## src/include/mvu_params.svh

```systemverilog
// MVU kernel sizing: array dimensions, operand widths, DSP chain segmentation and latency
`ifndef MVU_PARAMS_SVH
`define MVU_PARAMS_SVH

// array dimensions
`define MVU_PE 2 // output lanes, one DSP chain each
`define MVU_SIMD 8 // elements per dot product

// operand and result widths
`define MVU_WGT_W 8 // signed weight bits
`define MVU_ACT_W 8 // unsigned activation bits
`define MVU_ACCU_W 24 // lane result bits, truncated from the cascade

// chain geometry
`define MVU_LANES 3 // multiplier lanes packed into one slice
`define MVU_CHAIN_LEN ((`MVU_SIMD + `MVU_LANES - 1) / `MVU_LANES) // slices per chain
`define MVU_SEG_LEN 2 // slices sharing one input delay
`define MVU_SEGMENTS ((`MVU_CHAIN_LEN + `MVU_SEG_LEN - 1) / `MVU_SEG_LEN)
`define MVU_CASC_W 58 // partial-sum cascade width

// enabled cycles from a last beat to vld
`define MVU_LATENCY (`MVU_SEGMENTS + 2)

`endif

```

## src/mvu_pkg.sv

```systemverilog
// shared operand, cascade and result types plus slice-placement helpers for the MVU kernel
`default_nettype none

`include "mvu_params.svh"

package mvu_pkg;

	typedef logic [8:0] actLane_t; // dsp A lane, activation zero-extended to 9 bits
	typedef logic signed [7:0] wgtLane_t; // dsp B lane, weight sign-extended to 8 bits

	typedef actLane_t [`MVU_LANES-1:0] actSlice_t; // unused lanes held at zero
	typedef wgtLane_t [`MVU_LANES-1:0] wgtSlice_t;

	typedef logic signed [`MVU_CASC_W-1:0] casc_t; // partial sum between slices
	typedef logic signed [`MVU_ACCU_W-1:0] accu_t; // per-lane result

	typedef logic [`MVU_SIMD-1:0][`MVU_ACT_W-1:0] actVec_t; // raw activations, shared by all lanes
	typedef logic [`MVU_PE-1:0][`MVU_SIMD-1:0][`MVU_WGT_W-1:0] wgtMat_t; // raw weights per lane
	typedef accu_t [`MVU_PE-1:0] accuVec_t;

	typedef logic [`MVU_SEGMENTS-1:0] segFlags_t; // one bit per segment

	typedef struct packed {
		logic last; // closes the dot product
		logic zero; // beat contributes nothing
	} beat_t;

	// segment a slice sits in
	function automatic int unsigned sliceSeg(input int unsigned idx);
		return idx / `MVU_SEG_LEN;
	endfunction

	// external delay ahead of a slice; the second segment uses the dsp's own second input reg
	function automatic int unsigned skewDepth(input int unsigned idx);
		return (sliceSeg(idx) > 1) ? sliceSeg(idx) - 1 : 0;
	endfunction

	// occupied lanes, only the tail slice can be partial
	function automatic int unsigned sliceLanes(input int unsigned idx);
		return (idx == `MVU_CHAIN_LEN - 1) ? `MVU_SIMD - `MVU_LANES * idx : `MVU_LANES;
	endfunction

endpackage

`default_nettype wire

```

## src/operand_skew.sv

```systemverilog
// enable-gated delay line that lines an operand up with the partial-sum cascade
`timescale 1ns/1ps
`default_nettype none

module operand_skew #(
	parameter type payload_t = logic, // operand carried through the line
	parameter int unsigned Depth = 1 // enabled cycles of delay
) (
	input logic clk,
	input logic rst,
	input logic en_i, // advance, otherwise hold
	input payload_t d_i,
	output payload_t q_o
);

	if (Depth == 0) begin : genPass
		assign q_o = d_i; // early segments need no extra delay
	end else begin : genShift
		payload_t stages [Depth]; // stages[0] is the newest entry

		always_ff @(posedge clk) begin
			if (rst) begin
				for (int k = 0; k < Depth; k++) begin
					stages[k] <= '0;
				end
			end else if (en_i) begin
				stages[0] <= d_i;
				for (int k = 1; k < Depth; k++) begin
					stages[k] <= stages[k - 1]; // shift toward the tail
				end
			end
		end

		assign q_o = stages[Depth - 1]; // oldest entry
	end

endmodule

`default_nettype wire

```

## src/mvu_control.sv

```systemverilog
// MVU control pipeline: last/valid shift register and per-segment zero flags
`timescale 1ns/1ps
`default_nettype none

`include "mvu_params.svh"

module mvu_control (
	input logic clk,
	input logic rst,
	input logic en_i, // pipeline advance
	input mvu_pkg::beat_t beat_i, // controls of the incoming beat
	output mvu_pkg::segFlags_t zeroSeg_o, // bit s = zero flag delayed s enabled cycles
	output logic clearAcc_o, // last flag one step before vld
	output logic vld_o // lane results valid
);

	import mvu_pkg::*;

	// last flag enters at the msb and drains toward bit 0
	logic [`MVU_LATENCY-1:0] lastPipe;
	segFlags_t zeroHist; // zeroSeg_o delayed by one enabled cycle

	always_ff @(posedge clk) begin
		if (rst) begin
			lastPipe <= '0; // no result in flight
		end else if (en_i) begin
			lastPipe <= {beat_i.last, lastPipe[`MVU_LATENCY-1:1]};
		end
	end

	assign clearAcc_o = lastPipe[1]; // registered again inside the final slice
	assign vld_o = lastPipe[0]; // tail of the pipe

	// one-deep skew on the whole flag vector, fed back shifted by one segment
	operand_skew #(
		.payload_t(segFlags_t),
		.Depth(1)
	) u_zeroSkew (
		.clk(clk),
		.rst(rst),
		.en_i(en_i),
		.d_i(zeroSeg_o),
		.q_o(zeroHist)
	);

	always_comb begin
		zeroSeg_o[0] = beat_i.zero; // first segment sees the beat directly
		for (int s = 1; s < `MVU_SEGMENTS; s++) begin
			zeroSeg_o[s] = zeroHist[s - 1]; // each segment one enabled cycle behind the previous
		end
	end

endmodule

`default_nettype wire

```

## src/dot_slice.sv

```systemverilog
// behavioral DSP slice: three-lane 9x8 signed multiply, cascade add and optional accumulate
`timescale 1ns/1ps
`default_nettype none

`include "mvu_params.svh"

module dot_slice #(
	parameter int unsigned Index = 0 // position in the chain
) (
	input logic clk,
	input logic rst,
	input logic en_i, // clock enable for every stage
	input mvu_pkg::actSlice_t act_i, // packed activations, already skewed
	input mvu_pkg::wgtSlice_t wgt_i, // packed weights, already skewed
	input logic zero_i, // zero flag of this segment
	input logic clearAcc_i, // restart accumulation, used by the tail slice
	input mvu_pkg::casc_t cascIn_i, // partial sum from the predecessor
	output mvu_pkg::casc_t cascOut_o // partial sum to the successor
);

	import mvu_pkg::*;

	localparam int unsigned Seg = sliceSeg(Index);
	localparam int unsigned InRegs = (Seg > 0) ? 2 : 1; // a/b register depth
	localparam bit IsFirst = (Index == 0);
	localparam bit IsLast = (Index == `MVU_CHAIN_LEN - 1);
	localparam bit HasPReg = ((Index + 1) % `MVU_SEG_LEN == 0) || IsLast; // segment boundary

	actSlice_t actReg [InRegs]; // A register stages
	wgtSlice_t wgtReg [InRegs]; // B register stages
	logic zeroReg; // inmode zero, aligned with the last a/b stage
	casc_t prodSum; // sum of the three lane products
	casc_t mReg; // multiplier register
	casc_t cascTerm; // cascade contribution, none on the head slice

	always_ff @(posedge clk) begin
		if (rst) begin
			for (int k = 0; k < InRegs; k++) begin
				actReg[k] <= '0;
				wgtReg[k] <= '0;
			end
			zeroReg <= 1'b0;
		end else if (en_i) begin
			actReg[0] <= act_i;
			wgtReg[0] <= wgt_i;
			for (int k = 1; k < InRegs; k++) begin
				actReg[k] <= actReg[k - 1]; // second stage beyond the first segment
				wgtReg[k] <= wgtReg[k - 1];
			end
			zeroReg <= zero_i;
		end
	end

	always_comb begin
		logic signed [16:0] prod; // one 9x8 lane product
		prodSum = '0;
		for (int k = 0; k < `MVU_LANES; k++) begin
			prod = $signed(actReg[InRegs - 1][k]) * $signed(wgtReg[InRegs - 1][k]); // act msb is 0
			prodSum = prodSum + prod; // sign-extended to cascade width
		end
	end

	always_ff @(posedge clk) begin
		if (rst) begin
			mReg <= '0;
		end else if (en_i) begin
			mReg <= zeroReg ? '0 : prodSum; // zero beat drops its products
		end
	end

	assign cascTerm = IsFirst ? '0 : cascIn_i;

	if (IsLast) begin : genAccu
		logic clearReg; // opmode register, selects 0 instead of P feedback
		casc_t pReg;

		always_ff @(posedge clk) begin
			if (rst) begin
				clearReg <= 1'b0;
				pReg <= '0; // accumulator starts empty
			end else if (en_i) begin
				clearReg <= clearAcc_i;
				pReg <= (clearReg ? '0 : pReg) + mReg + cascTerm;
			end
		end

		assign cascOut_o = pReg; // lane result
	end else if (HasPReg) begin : genPReg
		casc_t pReg; // breaks the cascade at the segment end

		always_ff @(posedge clk) begin
			if (rst) begin
				pReg <= '0;
			end else if (en_i) begin
				pReg <= mReg + cascTerm;
			end
		end

		assign cascOut_o = pReg;
	end else begin : genComb
		assign cascOut_o = mReg + cascTerm; // P unregistered inside a segment
	end

endmodule

`default_nettype wire

```

## src/pe_chain.sv

```systemverilog
// one MVU output lane: weight packing and skew feeding a cascaded chain of DSP slices
`timescale 1ns/1ps
`default_nettype none

`include "mvu_params.svh"

module pe_chain (
	input logic clk,
	input logic rst,
	input logic en_i, // pipeline advance
	input mvu_pkg::actSlice_t actSlices_i [`MVU_CHAIN_LEN], // shared activations, skewed
	input logic [`MVU_SIMD-1:0][`MVU_WGT_W-1:0] wgt_i, // this lane's raw weights
	input mvu_pkg::segFlags_t zeroSeg_i, // zero flag per segment
	input logic clearAcc_i, // restart accumulation in the tail slice
	output mvu_pkg::accu_t p_o // lane result
);

	import mvu_pkg::*;

	casc_t casc [`MVU_CHAIN_LEN]; // cascade out of each slice

	for (genvar j = 0; j < `MVU_CHAIN_LEN; j++) begin : genSlice
		localparam int unsigned Lanes = sliceLanes(j); // occupied lanes
		localparam int unsigned Seg = sliceSeg(j);

		wgtSlice_t wgtIn; // packed, sign-extended
		wgtSlice_t wgtSkewed; // delayed for the segment
		casc_t cascIn;

		always_comb begin
			wgtIn = '0; // spare lanes of the tail slice stay zero
			for (int k = 0; k < Lanes; k++) begin
				wgtIn[k] = wgtLane_t'($signed(wgt_i[`MVU_LANES * j + k]));
			end
		end

		operand_skew #(
			.payload_t(wgtSlice_t),
			.Depth(skewDepth(j))
		) u_wgtSkew (
			.clk(clk),
			.rst(rst),
			.en_i(en_i),
			.d_i(wgtIn),
			.q_o(wgtSkewed)
		);

		if (j == 0) begin : genHead
			assign cascIn = '0; // nothing upstream of the head
		end else begin : genLink
			assign cascIn = casc[j - 1];
		end

		dot_slice #(
			.Index(j)
		) u_slice (
			.clk(clk),
			.rst(rst),
			.en_i(en_i),
			.act_i(actSlices_i[j]),
			.wgt_i(wgtSkewed),
			.zero_i(zeroSeg_i[Seg]), // delay matches this segment's operands
			.clearAcc_i(clearAcc_i),
			.cascIn_i(cascIn),
			.cascOut_o(casc[j])
		);
	end

	assign p_o = casc[`MVU_CHAIN_LEN - 1][`MVU_ACCU_W-1:0]; // truncate tail accumulator

endmodule

`default_nettype wire

```

## src/mvu_kernel.sv

```systemverilog
// MVU kernel top: control pipeline, shared activation skews and one DSP chain per output lane
`timescale 1ns/1ps
`default_nettype none

`include "mvu_params.svh"

module mvu_kernel (
	input logic clk,
	input logic rst,
	input logic en_i, // accept a beat and advance, else hold
	input mvu_pkg::beat_t beat_i, // last and zero controls
	input mvu_pkg::actVec_t act_i, // activation vector, common to all lanes
	input mvu_pkg::wgtMat_t wgt_i, // one weight row per lane
	output logic vld_o, // p_o holds a finished dot product
	output mvu_pkg::accuVec_t p_o
);

	import mvu_pkg::*;

	segFlags_t zeroSeg;
	logic clearAcc;
	actSlice_t actSkewed [`MVU_CHAIN_LEN]; // per-slice activations after the skew
	accu_t laneP [`MVU_PE];

	mvu_control u_control (
		.clk(clk),
		.rst(rst),
		.en_i(en_i),
		.beat_i(beat_i),
		.zeroSeg_o(zeroSeg),
		.clearAcc_o(clearAcc),
		.vld_o(vld_o)
	);

	for (genvar j = 0; j < `MVU_CHAIN_LEN; j++) begin : genActSlice
		localparam int unsigned Lanes = sliceLanes(j);

		actSlice_t actIn; // zero-extended, unused lanes zero

		always_comb begin
			actIn = '0;
			for (int k = 0; k < Lanes; k++) begin
				actIn[k] = actLane_t'(act_i[`MVU_LANES * j + k]); // unsigned, so zero fill
			end
		end

		operand_skew #(
			.payload_t(actSlice_t),
			.Depth(skewDepth(j))
		) u_actSkew (
			.clk(clk),
			.rst(rst),
			.en_i(en_i),
			.d_i(actIn),
			.q_o(actSkewed[j])
		);
	end

	for (genvar i = 0; i < `MVU_PE; i++) begin : genLane
		pe_chain u_chain (
			.clk(clk),
			.rst(rst),
			.en_i(en_i),
			.actSlices_i(actSkewed),
			.wgt_i(wgt_i[i]),
			.zeroSeg_i(zeroSeg),
			.clearAcc_i(clearAcc),
			.p_o(laneP[i])
		);
	end

	always_comb begin
		for (int i = 0; i < `MVU_PE; i++) begin
			p_o[i] = laneP[i];
		end
	end

endmodule

`default_nettype wire

```

## config.mk

```make
export PLATFORM = sky130hd
export DESIGN_NAME = mvu_kernel
export DESIGN_NICKNAME = d
export VERILOG_FILES = /design/src/mvu_pkg.sv /design/src/operand_skew.sv /design/src/mvu_control.sv /design/src/dot_slice.sv /design/src/pe_chain.sv /design/src/mvu_kernel.sv
export VERILOG_INCLUDE_DIRS = /design/src /design/src/include
export SDC_FILE = /design/constraint.sdc
export NUM_CORES = 2
export LEC_CHECK = 0
export ABC_AREA = 1
export BUFFER_PORTS_ARGS = -buffer_cell sky130_fd_sc_hd__buf_2
export CORE_AREA = 2 2 430 432
export CTS_CLUSTER_DIAMETER = 50
export CTS_CLUSTER_SIZE = 20
export DETAILED_ROUTE_END_ITERATION = 8
export DIE_AREA = 0 0 432 434
export PLACE_DENSITY = 0.5
export SETUP_SLACK_MARGIN = 0.2
export SYNTH_ARGS = -nofsm -noshare
export SYNTH_HDL_FRONTEND = slang
export SYNTH_SLANG_ARGS = --single-unit
```

## constraint.sdc

```tcl
create_clock -name clk -period 20.2 [get_ports clk]
set_input_delay 4.04 -clock clk [delete_from_list [all_inputs] [get_ports clk]]
set_output_delay 4.04 -clock clk [all_outputs]
set_load 0.05 [all_outputs]
```

; ---- Yosys cells after proc, flatten, opt, wreduce, memory -nomap -nowiden
; Memories as Yosys holds them, arrays and structs flattened.
; Cells that the tools add are included.
[word_totals]
memories = 13
inputBits = 197
regBits = 587
ramBits = 398
wordCells = 119
[op_classes]
mux = 39
n_addsub = 18
n_reduce_logical = 9
multipliers = 18
bitwise_logic = 8
[mem_list]
columns = memory, words, word_bits, read_ports, rd_ports_with_merged_regs, wr, line_no
row1 = genLane[0].u_chain.genSlice[2].u_slice.actReg, 2, 27, 2, 0, 2, dot_slice.sv:29  ; actSlice_t actReg [InRegs];
row2 = genLane[1].u_chain.genSlice[2].u_slice.actReg, 2, 27, 2, 0, 2, dot_slice.sv:29
row3 = genLane[0].u_chain.genSlice[2].u_slice.wgtReg, 2, 24, 2, 0, 2, dot_slice.sv:30  ; wgtSlice_t wgtReg [InRegs];
row4 = genLane[1].u_chain.genSlice[2].u_slice.wgtReg, 2, 24, 2, 0, 2, dot_slice.sv:30
row5 = genLane[0].u_chain.genSlice[0].u_slice.actReg, 1, 24, 1, 0, 1, dot_slice.sv:29
row6 = genLane[0].u_chain.genSlice[0].u_slice.wgtReg, 1, 24, 1, 0, 1, dot_slice.sv:30
row7 = +7 memories, n/a, n/a, n/a, n/a, n/a, n/a
[ops]
columns = cell, n
row1 = 58-bit 2-to-1 mux, 8
row2 = 58-bit adder, 6
row3 = 9-bit by 8-bit multiplier with 17-bit output, 18
row4 = 24-bit 2-to-1 mux, 12
row5 = 24-bit OR reduction, 8
row6 = 18-bit by 17-bit adder with 19-bit output, 6
row7 = 17-bit by 17-bit adder with 18-bit output, 6
row8 = 27-bit 2-to-1 mux, 4
row9 = 1-bit 2-to-1 mux, 14
row10 = 1-bit bitwise OR, 8
row11 = 2-bit 2-to-1 mux, 1
row12 = 2-bit OR reduction, 1

; ---- Depth between registers and ports, before layout
[logic_depth]
ltp_word = 5
depth_mapped = 29
mapped_depth_nobuf = 27

; ---- Cells and area by module
; A second synthesis with hierarchy kept.
[unflattened]
cells_unflattened = 14740
hier_area_um2 = 109522.5
[modules_own_cells]
columns = module, instances, area_per_inst_um2, cells_each
row1 = dot_slice at genLane[1].u_chain.genSlice[2].u_slice, 1, 22650.5, 3086
row2 = dot_slice at genLane[0].u_chain.genSlice[2].u_slice, 1, 22635.5, 3086
row3 = dot_slice at genLane[1].u_chain.genSlice[1].u_slice, 1, 18876.9, 2716
row4 = dot_slice at genLane[0].u_chain.genSlice[1].u_slice, 1, 18875.6, 2721
row5 = dot_slice at genLane[1].u_chain.genSlice[0].u_slice, 1, 12289.3, 1438
row6 = dot_slice at genLane[0].u_chain.genSlice[0].u_slice, 1, 12223.0, 1429
row7 = operand_skew at genLane[0].u_chain.genSlice[0].u_wgtSkew ..., 6, 180.2, 24
row8 = operand_skew at genActSlice[0].u_actSkew ..., 3, 202.7, 27
row9 = mvu_control, 1, 182.7, 27
row10 = operand_skew at u_control.u_zeroSkew, 1, 88.8, 9
row11 = pe_chain, 2, 3.8, 1
row12 = mvu_kernel, 1, 3.8, 1

; ---- Worst setup path after synthesis
; Ideal clock, no wire load.
[synth_timing]
path_type = input to register
start = in en_i
end = mem genLane[0].u_chain.genSlice[0].u_slice.actReg[0][0] (netlist name) (enable)
setup_slack_ps = 8613
n_path_buf = 1
path_stages = 3
required_time_ps = 19499
arrival_time_ps = 10886
cell_sequence = nor2_2 inv_1 clkbuf_1
[synth_between]
elab_chain_len = 5
[synth_lines]
columns = element, line_no
row1 = from (decl), mvu_kernel.sv:10  ; input logic en_i,
row2 = 1-bit 2-to-1 mux *, dot_slice.sv:43  ; end else if (en_i) begin
row3 = 1-bit 2-to-1 mux *, dot_slice.sv:37  ; if (rst) begin
row4 = 1-bit 2-to-1 mux (not written as such) *, dot_slice.sv:44  ; actReg[0] <= act_i;
row5 = 24-bit OR reduction (no line), n/a
row6 = 1-bit 2-to-1 mux (no line) *, n/a
row7 = to (decl), dot_slice.sv:29
; Mark *: on every way between the ends. The rest lies on a longest branch, timed or not.

==> results.yml <==
run_status:
  status: "completed"
cts:
  clk_pin_slew_worst_paths_ns: 0.05
  cts-resized-gates: 0
  cts_max_level: 3
  root_buffer: "clkbuf_16"
  cts.sinks: 457
  clk_path_buf_depth: 3
  postCtsSetupBuffers: 0
  cts_tree: "done"
  clock_latency_ns: 0.71
  cts_inserted_buffers: 76
  ctsHoldBuffers: 0
detailed_routing:
  drtIter0Drc: 2737
  wl_um: 171100
  drc: 0
  wl_per_cell_um: 16.07
  antenna_left: 0
  via_per_inst: 4.523
  firstDrtPassIters: 5
  num_vias: 48160
synth:
  synth.cell_area_mm2: 0.06366
  yosysMostFrequentCell: "inv_1"
  synth_top_family_by_area: "adder cells"
  yosys.area.top_type_share_pct: 28.84
  yosysTopAreaCell: "fa_1"
  synthCells: 8200
  synth_common_cells: "inv_1, nand2_1, fa_1, ha_1, nor2_1"
  synth_seq_cells: 457
  yosys-mux-area-fraction_pct: 0
  ys.warnings.count: 0
  ys_types: 36
  synth_compound_area_share_pct: 3.479
  ys.flop_type: "edfxtp_1"
  avgSynthCellArea_um2: 7.764
  synthSimpleGateAreaFrac_pct: 17.84
  synth-edff-count: 241
  synth_area_leaders: "fa_1, ha_1, inv_1"
  syn_nets: 10060
  synth-async-reset-ratio_pct: 0
  ys_seq_area_share_pct: 18.16
  synth_adder_area_share_pct: 43.50
  synth_xor_area_share_pct: 0.3439
timing:
  timing.final.crit_share_pct: 33.46
  layout_min_cycle_time_ns: 6.759
  final_max_slew_viol_count: 0
  setup_tns_ns: 0
  timing.hold.ws_ns: 0.4625
  max_freq_mhz: 148.0
  slew_headroom_pct: 29.30
  finalClockSkew_ns: 0.04102
  finalSetupViolCount: 0
  hold_viol_final: 0
  rsz0062_at_grt: "no"
  setup_ws_ns: 13.44
  worst_pin_slew_ns: 1.060
place:
  numPortBuffers: 245
  place.gp.congestion: 0.8976
  dp_slack_ns: 12.67
  dp_hpwl_um: 142500
cells_and_area:
  multi_input_area_mm2: 0.04149
  nets: 10060
  nFillCells: 19100
  regArea_mm2: 0.01156
  areaGrowthSynthToFinish_pct: 8.504
  drive_gt1_share_pct: 4.927
global_route:
  grt.overflow.total: 0
  grt_max_degree: 179
  grt_pass1_vias: 51130
  grtUsageTotal_pct: 18.92
  antenna_found_initial: 2
  grt_pass1_wl_um: 277800
floorplanning:
  row_count: 157
  die_h_um: 434
  start_util_pct: 34.88
  coreArea_mm2: 0.1825
  die_w_um: 432
  io_pins: 246
  dieArea_mm2: 0.1875
worst_setup_path:
  critPathSlowestCell: "clkinv_8"
  endpoint_kind: "flop"
  startpoint_type: "primary input"
  timing.critical_path.from: "en_i"
  rr_worst_depth: 22
  cp_cell_sequence: "buf_2 > inv_2 > nor2_4 > buf_4 > clkinv_8 > nor2_8 > buf_4 > inv_2 > a21oi_1 > o21ai_0 > nand2_1"
  reg2reg_to: "genLane[0].u_chain.genSlice[1].u_slice.mReg[56]"
  cp.buffers_inverters: 6
  cp_top_family: "buffers and inverters"
  max_stage_delay_ns: 0.70
  crit_type: "primary input to flop"
  cp_max_fo: 131
  reg2reg_slack_ns: 13.79
  required_ns: 20.83
  worstPathArrival_ns: 7.39
flow_run:
  drv_cap: 0
power_and_ir_drop:
  power_density_mw_per_mm2: 117.8
  p_leak_nw: 41.31
  vdd_drop_max_mv: 0.1636
hold_path:
  whs_path_depth: 2
  hold_path_class: "flop to flop"
how the worst max path moves through the flow:
| stage | end | cells past startpoint |
|---|---|---|
| floorplan | flop | 3 |
| global placement | genLane[0].u_chain.genSlice[1].u_slice.mReg[6] | 11 |
| detailed placement | genLane[0].u_chain.genSlice[1].u_slice.mReg[7] | 11 |
| CTS | genLane[0].u_chain.genSlice[1].u_slice.mReg[7] | 11 |
| global route | genLane[0].u_chain.genSlice[1].u_slice.mReg[7] | 11 |
| finish | genLane[0].u_chain.genSlice[1].u_slice.mReg[7] | 11 |
worst min-delay path: stages, from the launching register on:
cell and delay [ns]:
dfxtp_1 0.31, nand2_1 0.06, nand2_1 0.04
registers in the layout, indices dropped and copies added, names as in the netlist:
signal / count
u_control.u_zeroSkew.genShift.stages: 1
genLane.u_chain.genSlice.u_slice.zeroReg: 2
genLane.u_chain.genSlice.u_slice.wgtReg: 160
genLane.u_chain.genSlice.u_slice.actReg: 80
genLane.u_chain.genSlice.u_slice.mReg: 114
genLane.u_chain.genSlice.u_slice.cascOut_o: 96
u_control.lastPipe: 4
per-stage QoR:
step / total power [mW] / utilization, % / std cells / cell area, um^2
finish: 8.137 / 37.85 / 10650 / 69080
global route: 9.088 / 37.85 / 10650 / 69080
CTS: 8.287 / 37.85 / 10650 / 69070
detailed placement: 6.925 / 36.47 / 10510 / 66550
global placement: 6.930 / 36.47 / 10510 / 66550
floorplan: 5.252 / - / 8200 / 63660
cell families (layout without fill, tap and decap cells):
| logic type | after synthesis | after routing |
|---|---|---|
| flip-flops | 457 | 457 |
| other | 0 | 1 |
| buffers and inverters | 2763 | 2824 |
| AO/OA/AOI/OAI | 411 | 411 |
| XOR/XNOR | 25 | 25 |
| AND/OR/NAND/NOR | 2881 | 2881 |
| adder cells (fa/ha/maj) | 1663 | 1663 |
layout by cell type (no fill, tap or decap), drive strengths merged, types with 3 or more instances in the layout:
master,n
and2,13
a21oi,193
xor2,12
a21o,4
ha,746
fa,917
clkinvlp,5
dfxtp,216
o21ai,159
inv,2431
nand3b,55
nand2,2024
xnor2,13
a22o,23
o22ai,12
nor2,586
clkinv,33
o21bai,9
a31oi,3
edfxtp,241
nor3,9
buf,269
nand4,11
nand3,180
clkbuf,84
o21a,8
power breakdown:
group          total, mW  switching [mW]  internal (mW)
registers           1.38           0.244           1.13
logic               5.47            3.50           1.96
clock network       1.29           0.541          0.752
total               8.14            4.29           3.85
area by class of cell:
class	count	area share, %
clock buffer	84	2.842
tap	2385	4.320
multi-input combinational	4980	60.06
timing repair buffer	269	2.054
sequential	457	16.74
antenna	1	0.003623
clock inverter	54	0.8151
inverter	2417	13.16
metal layers:
metal / vias to the layer above / track usage [%] / share of wire, %
li1: 23690 / - / -
met1: 23500 / 24.82 / 45
met2: 802 / 33.32 / 49
met3: 165 / 1.963 / 3.8
met4: 0 / 4.557 / 2.1
met5: - / 0 / 0
(Power assumes the default switching activity.)
